==> src/rtl/conv_defs.svh <==
`ifndef CONV_DEFS_SVH
`define CONV_DEFS_SVH

// Width of one signed pixel or weight word
`define CONV_DATA_WIDTH 8

// Multiplier lanes working side by side
`define CONV_LANES 3

// Passes over the lanes per 3x3 window
`define CONV_LOOPS 3

// Entries in the sample FIFO, kept a power of two
`define CONV_FIFO_DEPTH 16

// Full product width plus four guard bits for the lane and window sums
`define CONV_SUM_WIDTH (2 * `CONV_DATA_WIDTH + 4)

`endif

==> src/rtl/convPkg.sv <==
`default_nettype none

`include "conv_defs.svh"

package convPkg;

    // One pixel or weight word as it sits in the FIFO
    typedef logic signed [`CONV_DATA_WIDTH-1:0] sample_t;

    // Lane accumulator and window result
    typedef logic signed [`CONV_SUM_WIDTH-1:0] sum_t;

    // Loader sequencing over one window
    typedef enum logic [1:0] {
        IDLE  = 2'd0,
        LOAD  = 2'd1,
        FLUSH = 2'd2,
        DONE  = 2'd3
    } loaderState_e;

    // What the loader expects from the next popped word
    typedef enum logic {
        PIXEL  = 1'b0,
        WEIGHT = 1'b1
    } wordKind_e;

endpackage

`default_nettype wire

==> src/rtl/convEngine3x3.sv <==
`timescale 1ns/1ps
`default_nettype none

`include "conv_defs.svh"

module convEngine3x3 (
    input  logic             Clk,
    input  logic             Rst,
    input  logic             start,
    input  logic             keepWeights,
    input  convPkg::sample_t pushData,
    input  logic             pushValid,
    input  logic             resultReady,
    output logic             pushReady,
    output convPkg::sum_t    result,
    output logic             resultValid,
    output logic             busy
);
    import convPkg::*;

    sample_t                popData;
    logic                   popValid;
    logic                   pop;
    sample_t                laneA [`CONV_LANES];
    sample_t                laneB [`CONV_LANES];
    logic [`CONV_LANES-1:0] laneStart;
    logic                   clearAcc;
    sum_t                   laneSum [`CONV_LANES];
    logic                   lanesDone;
    logic                   resultTaken;
    logic                   abort;
    logic                   lanesClear;

    // Start low holds every stage clear
    assign abort      = ~start;
    assign lanesClear = abort | clearAcc;

    sampleFifo #(
        .DEPTH(`CONV_FIFO_DEPTH)
    ) i_sampleFifo (
        .Clk      (Clk),
        .Rst      (Rst),
        .flush    (abort),
        .pushData (pushData),
        .pushValid(pushValid),
        .pop      (pop),
        .pushReady(pushReady),
        .popData  (popData),
        .popValid (popValid)
    );

    operandLoader i_operandLoader (
        .Clk        (Clk),
        .Rst        (Rst),
        .start      (start),
        .keepWeights(keepWeights),
        .popData    (popData),
        .popValid   (popValid),
        .resultTaken(resultTaken),
        .pop        (pop),
        .laneA      (laneA),
        .laneB      (laneB),
        .laneStart  (laneStart),
        .clearAcc   (clearAcc),
        .busy       (busy)
    );

    macLanes i_macLanes (
        .Clk      (Clk),
        .Rst      (Rst),
        .clear    (lanesClear),
        .laneA    (laneA),
        .laneB    (laneB),
        .laneStart(laneStart),
        .laneSum  (laneSum),
        .lanesDone(lanesDone)
    );

    sumReducer i_sumReducer (
        .Clk        (Clk),
        .Rst        (Rst),
        .clear      (abort),
        .laneSum    (laneSum),
        .lanesDone  (lanesDone),
        .resultReady(resultReady),
        .result     (result),
        .resultValid(resultValid),
        .resultTaken(resultTaken)
    );

endmodule

`default_nettype wire

==> src/rtl/macLanes.sv <==
`timescale 1ns/1ps
`default_nettype none

`include "conv_defs.svh"

module macLanes (
    input  logic                   Clk,
    input  logic                   Rst,
    input  logic                   clear,
    input  convPkg::sample_t       laneA [`CONV_LANES],
    input  convPkg::sample_t       laneB [`CONV_LANES],
    input  logic [`CONV_LANES-1:0] laneStart,
    output convPkg::sum_t          laneSum [`CONV_LANES],
    output logic                   lanesDone
);
    import convPkg::*;

    localparam int TOTAL = `CONV_LANES * `CONV_LOOPS;
    localparam int CNT_W = $clog2(TOTAL + `CONV_LANES + 1);

    logic signed [2*`CONV_DATA_WIDTH-1:0] product [`CONV_LANES];
    logic [`CONV_LANES-1:0]               productValid;
    logic [CNT_W-1:0]                     accCnt;
    logic [CNT_W-1:0]                     nextCnt;

    // Product stage, one register per lane
    always_ff @(posedge Clk) begin
        for (int i = 0; i < `CONV_LANES; i++) begin
            if (laneStart[i]) begin
                product[i] <= laneA[i] * laneB[i];
            end
        end
    end

    always_ff @(posedge Clk or posedge Rst) begin
        if (Rst) begin
            productValid <= '0;
            for (int i = 0; i < `CONV_LANES; i++) begin
                laneSum[i] <= '0;
            end
        end else if (clear) begin
            productValid <= '0;
            for (int i = 0; i < `CONV_LANES; i++) begin
                laneSum[i] <= '0;
            end
        end else begin
            productValid <= laneStart;
            for (int i = 0; i < `CONV_LANES; i++) begin
                if (productValid[i]) begin
                    laneSum[i] <= laneSum[i] + sum_t'(product[i]);
                end
            end
        end
    end

    // Products accumulated this cycle, summed over all lanes
    always_comb begin
        nextCnt = accCnt;
        for (int i = 0; i < `CONV_LANES; i++) begin
            nextCnt = nextCnt + CNT_W'(productValid[i]);
        end
    end

    always_ff @(posedge Clk or posedge Rst) begin
        if (Rst) begin
            accCnt    <= '0;
            lanesDone <= 1'b0;
        end else if (clear) begin
            accCnt    <= '0;
            lanesDone <= 1'b0;
        end else begin
            lanesDone <= (nextCnt == CNT_W'(TOTAL));
            accCnt    <= (nextCnt == CNT_W'(TOTAL)) ? '0 : nextCnt;
        end
    end

endmodule

`default_nettype wire

==> src/rtl/operandLoader.sv <==
`timescale 1ns/1ps
`default_nettype none

`include "conv_defs.svh"

module operandLoader (
    input  logic                   Clk,
    input  logic                   Rst,
    input  logic                   start,
    input  logic                   keepWeights,
    input  convPkg::sample_t       popData,
    input  logic                   popValid,
    input  logic                   resultTaken,
    output logic                   pop,
    output convPkg::sample_t       laneA [`CONV_LANES],
    output convPkg::sample_t       laneB [`CONV_LANES],
    output logic [`CONV_LANES-1:0] laneStart,
    output logic                   clearAcc,
    output logic                   busy
);
    import convPkg::*;

    localparam int PTR_W  = (`CONV_LANES > 1) ? $clog2(`CONV_LANES) : 1;
    localparam int LOOP_W = (`CONV_LOOPS > 1) ? $clog2(`CONV_LOOPS) : 1;
    localparam int TAPS   = `CONV_LANES * `CONV_LOOPS;
    localparam int TAP_W  = $clog2(TAPS);

    loaderState_e     state;
    wordKind_e        nextKind;
    logic [PTR_W-1:0] lanePtr;
    logic [LOOP_W-1:0] loopCnt;
    logic [TAP_W-1:0] tapIdx;
    logic             useHeld;
    logic             weightsValid;
    logic             pairDone;
    sample_t          weightStore [TAPS];

    assign pop    = (state == LOAD) && popValid;
    assign busy   = (state != IDLE);
    assign tapIdx = TAP_W'(loopCnt) * TAP_W'(`CONV_LANES) + TAP_W'(lanePtr);

    // A weight word closes the pair, or a lone pixel when weights are held
    assign pairDone = pop && ((nextKind == WEIGHT) || useHeld);

    always_ff @(posedge Clk or posedge Rst) begin
        if (Rst) begin
            state        <= IDLE;
            nextKind     <= PIXEL;
            lanePtr      <= '0;
            loopCnt      <= '0;
            useHeld      <= 1'b0;
            weightsValid <= 1'b0;
            laneStart    <= '0;
            clearAcc     <= 1'b0;
        end else if (!start) begin
            // Abort, stored weights are no longer trusted
            state        <= IDLE;
            nextKind     <= PIXEL;
            lanePtr      <= '0;
            loopCnt      <= '0;
            useHeld      <= 1'b0;
            weightsValid <= 1'b0;
            laneStart    <= '0;
            clearAcc     <= 1'b0;
        end else begin
            laneStart <= '0;
            clearAcc  <= 1'b0;
            case (state)
                IDLE: begin
                    // start is high here, so a window begins
                    clearAcc <= 1'b1;
                    useHeld  <= keepWeights && weightsValid;
                    nextKind <= PIXEL;
                    lanePtr  <= '0;
                    loopCnt  <= '0;
                    state    <= LOAD;
                end
                LOAD: begin
                    if (pop && !pairDone) begin
                        nextKind <= WEIGHT;
                    end
                    if (pairDone) begin
                        nextKind           <= PIXEL;
                        laneStart[lanePtr] <= 1'b1;
                        if (lanePtr == PTR_W'(`CONV_LANES - 1)) begin
                            lanePtr <= '0;
                            loopCnt <= loopCnt + 1'b1;
                            if (loopCnt == LOOP_W'(`CONV_LOOPS - 1)) begin
                                state <= FLUSH;
                            end
                        end else begin
                            lanePtr <= lanePtr + 1'b1;
                        end
                    end
                end
                // Last start pulse goes out during this cycle
                FLUSH: state <= DONE;
                DONE: begin
                    if (resultTaken) begin
                        weightsValid <= 1'b1;
                        state        <= IDLE;
                    end
                end
                default: state <= IDLE;
            endcase
        end
    end

    // Lane operands, weights come from the store in held mode
    always_ff @(posedge Clk or posedge Rst) begin
        if (Rst) begin
            for (int i = 0; i < `CONV_LANES; i++) begin
                laneA[i] <= '0;
                laneB[i] <= '0;
            end
        end else if (!start) begin
            for (int i = 0; i < `CONV_LANES; i++) begin
                laneA[i] <= '0;
                laneB[i] <= '0;
            end
        end else if (pop) begin
            if (nextKind == PIXEL) begin
                laneA[lanePtr] <= popData;
                if (useHeld) begin
                    laneB[lanePtr] <= weightStore[tapIdx];
                end
            end else begin
                laneB[lanePtr] <= popData;
            end
        end
    end

    // All nine weights of the last window, kept for reuse
    always_ff @(posedge Clk) begin
        if (pop && nextKind == WEIGHT) begin
            weightStore[tapIdx] <= popData;
        end
    end

    assert property (@(posedge Clk) disable iff (Rst) pop |-> popValid)
        else $error("operandLoader popped an empty FIFO");

endmodule

`default_nettype wire

==> src/rtl/sampleFifo.sv <==
`timescale 1ns/1ps
`default_nettype none

`include "conv_defs.svh"

module sampleFifo #(
    parameter int DEPTH = `CONV_FIFO_DEPTH
) (
    input  logic                        Clk,
    input  logic                        Rst,
    input  logic                        flush,
    input  logic [`CONV_DATA_WIDTH-1:0] pushData,
    input  logic                        pushValid,
    input  logic                        pop,
    output logic                        pushReady,
    output logic [`CONV_DATA_WIDTH-1:0] popData,
    output logic                        popValid
);

    localparam int PTR_W = (DEPTH > 1) ? $clog2(DEPTH) : 1;
    localparam int CNT_W = PTR_W + 1;

    logic [`CONV_DATA_WIDTH-1:0] mem [DEPTH];
    logic [PTR_W-1:0]            wrPtr;
    logic [PTR_W-1:0]            rdPtr;
    logic [CNT_W-1:0]            count;
    logic                        readyEn;
    logic                        doPush;
    logic                        doPop;

    assign doPush    = pushValid && pushReady;
    assign doPop     = pop && popValid;
    // Ready stays low for the first cycle out of reset
    assign pushReady = readyEn && (count != CNT_W'(DEPTH));
    assign popValid  = (count != '0);
    assign popData   = mem[rdPtr];

    always_ff @(posedge Clk) begin
        if (doPush) begin
            mem[wrPtr] <= pushData;
        end
    end

    always_ff @(posedge Clk or posedge Rst) begin
        if (Rst) begin
            wrPtr   <= '0;
            rdPtr   <= '0;
            count   <= '0;
            readyEn <= 1'b0;
        end else begin
            readyEn <= 1'b1;
            if (flush) begin
                // Drop everything queued, takes effect at once
                wrPtr <= '0;
                rdPtr <= '0;
                count <= '0;
            end else begin
                if (doPush) begin
                    wrPtr <= (wrPtr == PTR_W'(DEPTH - 1)) ? '0 : wrPtr + 1'b1;
                end
                if (doPop) begin
                    rdPtr <= (rdPtr == PTR_W'(DEPTH - 1)) ? '0 : rdPtr + 1'b1;
                end
                count <= count + CNT_W'(doPush) - CNT_W'(doPop);
            end
        end
    end

    // An underflow would wrap the count to a value above DEPTH
    assert property (@(posedge Clk) disable iff (Rst) count <= CNT_W'(DEPTH))
        else $error("sampleFifo occupancy out of range: %0d", count);

endmodule

`default_nettype wire

==> src/rtl/sumReducer.sv <==
`timescale 1ns/1ps
`default_nettype none

`include "conv_defs.svh"

module sumReducer (
    input  logic          Clk,
    input  logic          Rst,
    input  logic          clear,
    input  convPkg::sum_t laneSum [`CONV_LANES],
    input  logic          lanesDone,
    input  logic          resultReady,
    output convPkg::sum_t result,
    output logic          resultValid,
    output logic          resultTaken
);
    import convPkg::*;

    sum_t total;
    logic handshake;

    assign handshake = resultValid && resultReady;

    always_comb begin
        total = '0;
        for (int i = 0; i < `CONV_LANES; i++) begin
            total = total + laneSum[i];
        end
    end

    // Window result, only loaded while no result is pending
    always_ff @(posedge Clk) begin
        if (lanesDone && !resultValid) begin
            result <= total;
        end
    end

    always_ff @(posedge Clk or posedge Rst) begin
        if (Rst) begin
            resultValid <= 1'b0;
            resultTaken <= 1'b0;
        end else if (clear) begin
            resultValid <= 1'b0;
            resultTaken <= 1'b0;
        end else begin
            resultTaken <= handshake;
            if (handshake) begin
                resultValid <= 1'b0;
            end else if (lanesDone) begin
                resultValid <= 1'b1;
            end
        end
    end

    // Held result must not move until the consumer takes it
    assert property (@(posedge Clk) disable iff (Rst || clear)
        resultValid && !resultReady |=> resultValid && $stable(result))
        else $error("sumReducer result changed under back-pressure");

endmodule

`default_nettype wire

==> config.mk <==
export PLATFORM = sky130hd
export DESIGN_NAME = convEngine3x3
export DESIGN_NICKNAME = d
export VERILOG_FILES = /design/src/rtl/convPkg.sv /design/src/rtl/convEngine3x3.sv /design/src/rtl/macLanes.sv /design/src/rtl/operandLoader.sv /design/src/rtl/sampleFifo.sv /design/src/rtl/sumReducer.sv
export VERILOG_INCLUDE_DIRS = /design/src /design/src/rtl
export SDC_FILE = /design/constraint.sdc
export NUM_CORES = 1
export LEC_CHECK = 0
export ABC_AREA = 1
export BUFFER_PORTS_ARGS = -buffer_cell sky130_fd_sc_hd__buf_2
export CORE_MARGIN = 1.5
export CORE_UTILIZATION = 54
export CTS_CLUSTER_SIZE = 28
export DETAILED_ROUTE_END_ITERATION = 10
export PLACE_DENSITY = 0.77
export SETUP_SLACK_MARGIN = 0.3
export SLEW_MARGIN = 20
export SYNTH_ARGS = -nofsm -noshare
export SYNTH_HDL_FRONTEND = slang
export SYNTH_HIERARCHICAL = 1
export SYNTH_SLANG_ARGS = --single-unit
export TNS_END_PERCENT = 30
==> constraint.sdc <==
create_clock -name Clk -period 7.2 [get_ports Clk]
set_input_delay 1.44 -clock Clk [delete_from_list [all_inputs] [get_ports Clk]]
set_output_delay 1.44 -clock Clk [all_outputs]
set_load 0.01 [all_outputs]
==> results.yml, run 1 <==
cts:
  cts_buffers: 47
  cts_tree: "built"
  ctsHoldBuffers: 0
  htreeDepth: 2
  clockBufferDepth: 3
  postCtsSetupBuffers: 0
  clkSlewWorstSetupHoldPaths_ns: 0.06
  root_buffer: "clkbuf_16"
  cts.sinks: 413
  ctsResizeCount: 0
  insertion_delay_ns: 0.59
global_routing:
  overflow: 0
  antenna_found_initial: 1
  grt_first_pass_wirelength_mm: 111
  grt_util_met1_pct: 30.2
  grt_max_degree: 70
  grt_util_all_layers_pct: 23.9
  grt.busiest_layer: "met2"
  grt_pass1_vias: 22500
  use_met2_pct: 42.1
  grt_util_met3_pct: 2.76
floorplanning:
  num_rows: 87
  start_util_pct: 54.5
  dieWidth_um: 241
  core_area_um2: 56200
  io_pins: 37
  die_y_um: 241
  die-area_um2: 58100
worst_setup_path:
  crit_arrival_ns: 4.82
  cp_max_fo: 9
  crit_path_cell_trace: "nand2_1 -> inv_1 -> fa_1 -> inv_1 -> fa_1 -> inv_1 -> fa_1 -> inv_1 -> fa_1 -> inv_1 -> ha_1 -> nand2_1 -> nor3_1 -> nand3_1 -> nand3_1 -> nand3b_1 -> nand2_1"
  crit_type: "flip-flop to flip-flop"
  crit_slowest_cell: "fa_1"
  slowest_delay_ns: 0.59
  crit_buf_inv: 5
  cp_top_family: "adder cells"
  rrSetupSlack_ns: 2.71
  start_kind: "flip-flop"
  cp-end-kind: "flip-flop"
  cpMostUsedCell: "inv_1"
  critPathRequiredTime_ns: 7.53
finish:
  postLayoutCoreUtil_pct: 58.7
  drive_gt1_share_pct: 5.92
  area_growth_pct: 7.82
  fillers: 4973
  fin_cells: 4559
  seqCellArea_um2: 11700
  nNetsFinal: 4152
  multiInputGateArea_um2: 15300
  final_area_um2: 33000
routing:
  drtIter0Drc: 1616
  first_pass_iters: 6
  ant_nets: 0
  wl_mm: 67.1
  drc: 0
  vias: 22900
  wire_per_inst_um: 14.7
  vias_per_cell: 5.02
sta:
  tns_ns: 0
  fmax_mhz: 223
  finalHoldWorstSlack_ns: 0.512
  worst_pin_slew_ns: 1.00
  grt_setup_unrepaired: "false"
  slew_viol_final: 0
  finalSetupViolCount: 0
  postLayoutSetupSlackWorst_ns: 2.71
  fin_crit_sh_pct: 62.3
  fin_skew_ns: 0.0132
  period_minus_slack_ns: 4.49
  max_slew_margin_pct: 33.2
  hold_viol: 0
power_and_ir_drop:
  total_leakage_power_nw: 17.5
  report.power.total_mw: 8.60
  power_density_nw_per_um2: 261
  ir_drop_uv: 247
synthesis:
  yosysWarnings: 6
  ys_types: 51
  syn_area_um2: 30600
  synth-seq-area-share_pct: 38.2
  ys_ff_latch: 413
  ys_async_sr_fraction_pct: 35.1
  synth_fp_nets: 4146
  syn_inst: 3757
  ys.flop_type: "edfxtp_1"
  postSynthAreaPerCell_um2: 8.14
  synth_enable_flop_cells: 268
job:
  maxCapViolCount: 0
place:
  dpl_cell_area_um2: 31400
  placed_cells: 4470
  hpwl_mm: 50.0
  place.gp.congestion: 0.945
  pre_cts_slack_ns: 2.70
  numPortBuffers: 36
min_path:
  hp-class: "flip-flop to flip-flop"
outcome:
  outcome: "finished clean"
[layout make-up]
class,instances,share of cell area (%)
Clock buffer,56,3.86
Sequential cell,413,35.4
Antenna cell,1,0.00759
Tap cell,756,2.87
Timing Repair Buffer,58,1.05
Clock inverter,32,0.831
Inverter,842,9.59
Multi-Input combinational cell,2401,46.4
[worst paths after layout]
check | depth (start not counted) | startpoint | endpoint
min in group asynchronous | 2 | Rst | i_sumReducer/resultValid
min | 2 | i_operandLoader/weightsValid | i_operandLoader/useHeld
max | 17 | i_operandLoader/laneB[10] | i_macLanes/product[0][31]
max in group asynchronous | 3 | Rst | i_macLanes/laneSum[57]
max reg2reg | 17 | i_operandLoader/laneB[10] | i_macLanes/product[0][31]
min reg2reg | 2 | i_operandLoader/weightsValid | i_operandLoader/useHeld
[power breakdown]
group	internal, mW	switching [mW]	leakage [nW]
clock network	1.38	1.00	0.758
registers	2.78	0.246	4.39
logic	0.997	2.19	12.4
[kinds of logic (layout without fill, tap and decap cells)]
| logic type | after synthesis | in the layout | share of synthesized area (%) |
|---|---|---|---|
| XOR/XNOR | 73 | 73 | 2.09 |
| AND/OR/NAND/NOR | 1720 | 1720 | 23.2 |
| flip-flops | 413 | 413 | 38.2 |
| adder cells (fa/ha/maj) | 375 | 375 | 20.1 |
| AO/OA/AOI/OAI | 232 | 232 | 4.39 |
| buffers and inverters | 943 | 988 | 12.0 |
| other | 1 | 2 | 0.0123 |
[registers in the layout, summed over array words and instances (netlist names), 2 cells and up]
name	cells
i_operandLoader/loopCnt	2
i_sampleFifo/rdPtr	4
i_sumReducer/result	20
i_sampleFifo/count	5
i_sampleFifo/mem	128
i_macLanes/product	48
i_operandLoader/weightStore	72
i_operandLoader/state	2
i_macLanes/productValid	3
i_macLanes/laneSum	60
i_operandLoader/laneStart	3
i_sampleFifo/wrPtr	4
i_operandLoader/laneB	24
i_operandLoader/laneA	24
i_macLanes/accCnt	4
i_operandLoader/lanePtr	2
[worst reg2reg max path, stage by stage, from the launching register on]
cell,delay (ns)
dfrtp_1,0.48
nand2_1,0.16
inv_1,0.09
fa_1,0.59
inv_1,0.15
fa_1,0.55
inv_1,0.05
fa_1,0.52
inv_1,0.05
fa_1,0.52
inv_1,0.04
ha_1,0.33
nand2_1,0.11
nor3_1,0.20
nand3_1,0.10
nand3_1,0.12
nand3b_1,0.11
nand2_1,0.05
[per-layer routing]
layer | part of all wire [%] | wire [um]
met1 | 43 | 28600
met2 | 49 | 33100
met3 | 4.6 | 3080
met4 | 3.5 | 2350
met5 | 0 | 0
[cells in the mapped netlist (13+ instances only)]
cell,n,share of area (%)
nor2_2,14,0.29
o21ai_0,68,1.1
nor3_1,41,0.67
nor2_1,169,2.1
a21oi_1,99,1.6
buf_2,29,0.47
xnor2_1,40,1.1
inv_1,831,10
edfxtp_1,268,26
ha_1,182,7.4
nand2_2,20,0.41
fa_1,193,13
xor2_1,33,0.94
buf_4,13,0.32
clkbuf_1,51,0.63
nand3b_1,25,0.61
dfrtp_1,145,12
nand3_1,216,3.5
or2_2,14,0.29
nand2_1,1195,15
[layout by cell type (no fill, tap or decap), types with 3 or more instances in the layout]
| cell type | synthesis | routed |
|---|---|---|
| o21a_1 | 3 | 3 |
| o22ai_1 | 10 | 10 |
| nor2_1 | 169 | 168 |
| nand4_1 | 10 | 10 |
| buf_4 | 13 | 22 |
| ha_1 | 182 | 182 |
| a22o_1 | 6 | 6 |
| nor3_2 | 0 | 13 |
| dfrtp_1 | 145 | 144 |
| o32ai_1 | 4 | 4 |
| a31oi_1 | 7 | 7 |
| clkbuf_16 | 0 | 50 |
| a32o_1 | 3 | 3 |
| nand3_1 | 216 | 216 |
| xor2_1 | 33 | 33 |
| nor2_2 | 14 | 15 |
| nand3_2 | 6 | 6 |
| a21oi_2 | 5 | 5 |
| o21ai_1 | 10 | 10 |
| fa_1 | 193 | 193 |
| bufinv_16 | 0 | 3 |
| o21ai_0 | 68 | 68 |
| or2_2 | 14 | 14 |
| clkinv_1 | 1 | 13 |
| nor3_1 | 41 | 28 |
| nand3b_1 | 25 | 25 |
| nand2_2 | 20 | 20 |
| inv_2 | 9 | 11 |
| inv_1 | 831 | 829 |
| nand2_1 | 1195 | 1195 |
| nor2_4 | 6 | 6 |
| o21bai_1 | 4 | 4 |
| clkbuf_1 | 51 | 6 |
| xnor2_1 | 40 | 40 |
| clkinv_2 | 0 | 10 |
| edfxtp_1 | 268 | 268 |
| a21oi_1 | 99 | 99 |
| a211oi_1 | 3 | 3 |
| buf_2 | 29 | 36 |
No activity file was read; power rests on OpenSTA's default activity.
==> run 2, diff against run 1 <==
PLACE_DENSITY = 0.8   (was 0.77)
clock period = 3.85 ns   (was 7.2 ns; I/O delays follow)
==> results.yml, run 2 (same netlist as run 1, synthesis figures left out) <==
outcome:
  outcome: "finished with violations"
  failed_checks: "setup timing"
min_path:
  hp-class: "primary input to asynchronous set/reset pin"
global_routing:
  grt_first_pass_wirelength_mm: 115
  grt_pass1_vias: 23800
  overflow: 0
  grt_max_degree: 69
  grt_util_all_layers_pct: 24.7
  antenna_found_initial: 0
finish:
  largestRegisters: "i_sampleFifo/mem x128, i_operandLoader/weightStore x72, i_macLanes/laneSum x60"
  drive_gt1_share_pct: 14.6
  largest_register_ffs: 128
  area_growth_pct: 14.6
  regMostFlops: "i_sampleFifo/mem"
  final_common_cell: "nand2_1"
  layout_common_cells: "nand2_1 (1169), inv_1 (786), edfxtp_1 (268)"
  nNetsFinal: 4316
  diodes: 0
power_and_ir_drop:
  power_density_nw_per_um2: 470
  pwr-share-seq_pct: 34.2
  total_leakage_power_nw: 18.5
  switching_share_pct: 39.7
  combPwrFrac_pct: 39.6
  internal-power_mw: 9.92
  clkPwrFrac_pct: 26.2
  p_sw_mw: 6.54
  ir_drop_uv: 483
  report.power.total_mw: 16.5
cts:
  cts_tree: "built"
  clkSlewWorstSetupHoldPaths_ns: 0.06
  cts_buffers: 45
  htreeDepth: 2
  ctsHoldBuffers: 0
  cts.sinks: 413
  clockBufferDepth: 3
  insertion_delay_ns: 0.60
  root_buffer: "clkbuf_16"
routing:
  ant_nets: 0
  wl_mm: 70.1
  wire_per_inst_um: 14.9
  vias_per_cell: 5.08
  drc: 0
  drtIter0Drc: 1723
  first_pass_iters: 6
  vias: 24000
floorplanning:
  die_y_um: 241
  start_util_pct: 54.5
  io_pins: 37
  die-area_um2: 58100
  num_rows: 87
  core_area_um2: 56200
  dieWidth_um: 241
sta:
  fin_skew_ns: 0.0423
  grt_setup_unrepaired: "true"
  tns_ns: -2.83
  fmax_mhz: 246
  period_minus_slack_ns: 4.07
  max_slew_margin_pct: 29.8
  worst_pin_slew_ns: 1.05
  fin_crit_sh_pct: 106
  slew_viol_final: 0
  postLayoutSetupSlackWorst_ns: -0.222
  finalHoldWorstSlack_ns: 0.107
  finalSetupViolCount: 23
  hold_viol: 0
place:
  numPortBuffers: 36
  hpwl_mm: 51.7
  place.gp.congestion: 0.953
worst_setup_path:
  cp_max_fo: 8
  crit_arrival_ns: 4.49
  cp-end-kind: "flip-flop"
  critPathRequiredTime_ns: 4.27
  start_kind: "flip-flop"
  crit_type: "flip-flop to flip-flop"
job:
  maxCapViolCount: 0
## run 2: cell count changes in the layout (fill, tap and decap cells not counted), moves of 13 or more
cell,change
nand2_2,+14
o21ai_0,-18
inv_2,+38
inv_1,-43
ha_1,-35
o21ai_2,+13
buf_4,+154
dfrtp_1,-27
a21oi_2,+13
nor2_1,-15
dfrtp_2,+27
a21oi_1,-17
nand2_1,-26
ha_4,+31
## run 2: power groups by stage
stage / registers, mW / logic (mW) / clock network, mW
after floorplan: 5.48 / 4.79 / 0
after global placement: 5.70 / 6.11 / 0
after detailed placement: 5.71 / 6.26 / 0
after CTS: 5.63 / 6.41 / 4.38
after global routing: 5.66 / 7.35 / 4.56
final: 5.63 / 6.53 / 4.31
## run 2: cell type report
class	instances	area, um2
Fill cell	4589	21100
Timing Repair Buffer	224	1650
Clock buffer	53	1160
Inverter	842	3180
Multi-Input combinational cell	2401	16100
Sequential cell	413	11700
Tap cell	756	946
Clock inverter	26	310
## run 2: final timing paths
path	from	to	slack (ns)	depth (start not counted)
max	i_operandLoader/laneA[6]	i_macLanes/product[0][44]	-0.22	16
min	Rst	i_sumReducer/resultValid	0.11	2
max reg2reg	i_operandLoader/laneA[6]	i_macLanes/product[0][44]	-0.22	16
min reg2reg	i_operandLoader/weightsValid	i_operandLoader/weightsValid	0.53	2
max in group asynchronous	Rst	i_operandLoader/laneA[15]	2.60	3
min in group Clk	resultReady	i_sumReducer/resultTaken	0.42	3
## run 2: per-stage QoR
step / utilization [%] / std cells / cell area, um2 / setup WS, ns
6_report: 62.4 / 4715 / 35100 / -0.222
5_1_grt: 62.4 / 4715 / 35100 / -0.337
3_5_place_dp: 58.4 / 4619 / 32800 / -0.259
2_1_floorplan: - / 3757 / 31100 / -0.0975
3_3_place_gp: 58.4 / 4619 / 32800 / -0.183
4_1_cts: 61.8 / 4715 / 34700 / -0.145
## run 2: worst max-delay path: stages, from the launching register on
cell       delay (ns)
dfrtp_2          0.46
nand2_1          0.09
inv_1            0.05
fa_1             0.49
inv_1            0.05
fa_1             0.57
inv_2            0.05
fa_1             0.54
inv_2            0.04
fa_1             0.50
inv_2            0.05
ha_4             0.32
nand2_2          0.11
o21ai_2          0.19
nand2_1          0.09
o2111ai_2        0.08
xor2_1           0.22
## run 2: timing repair
item | CTS | global route
pin swaps | 45 | 42
gates resized for setup | 111 | 76
endpoints found under the setup margin | 29 | 33
setup buffers | 17 | 0
## run 2: per-layer routing
metal  share of wire, %  global-route usage, %
met5                  0                      0
met4                3.7                   10.1
met3                5.0                   2.85
met2                 50                   43.6
met1                 41                   30.9
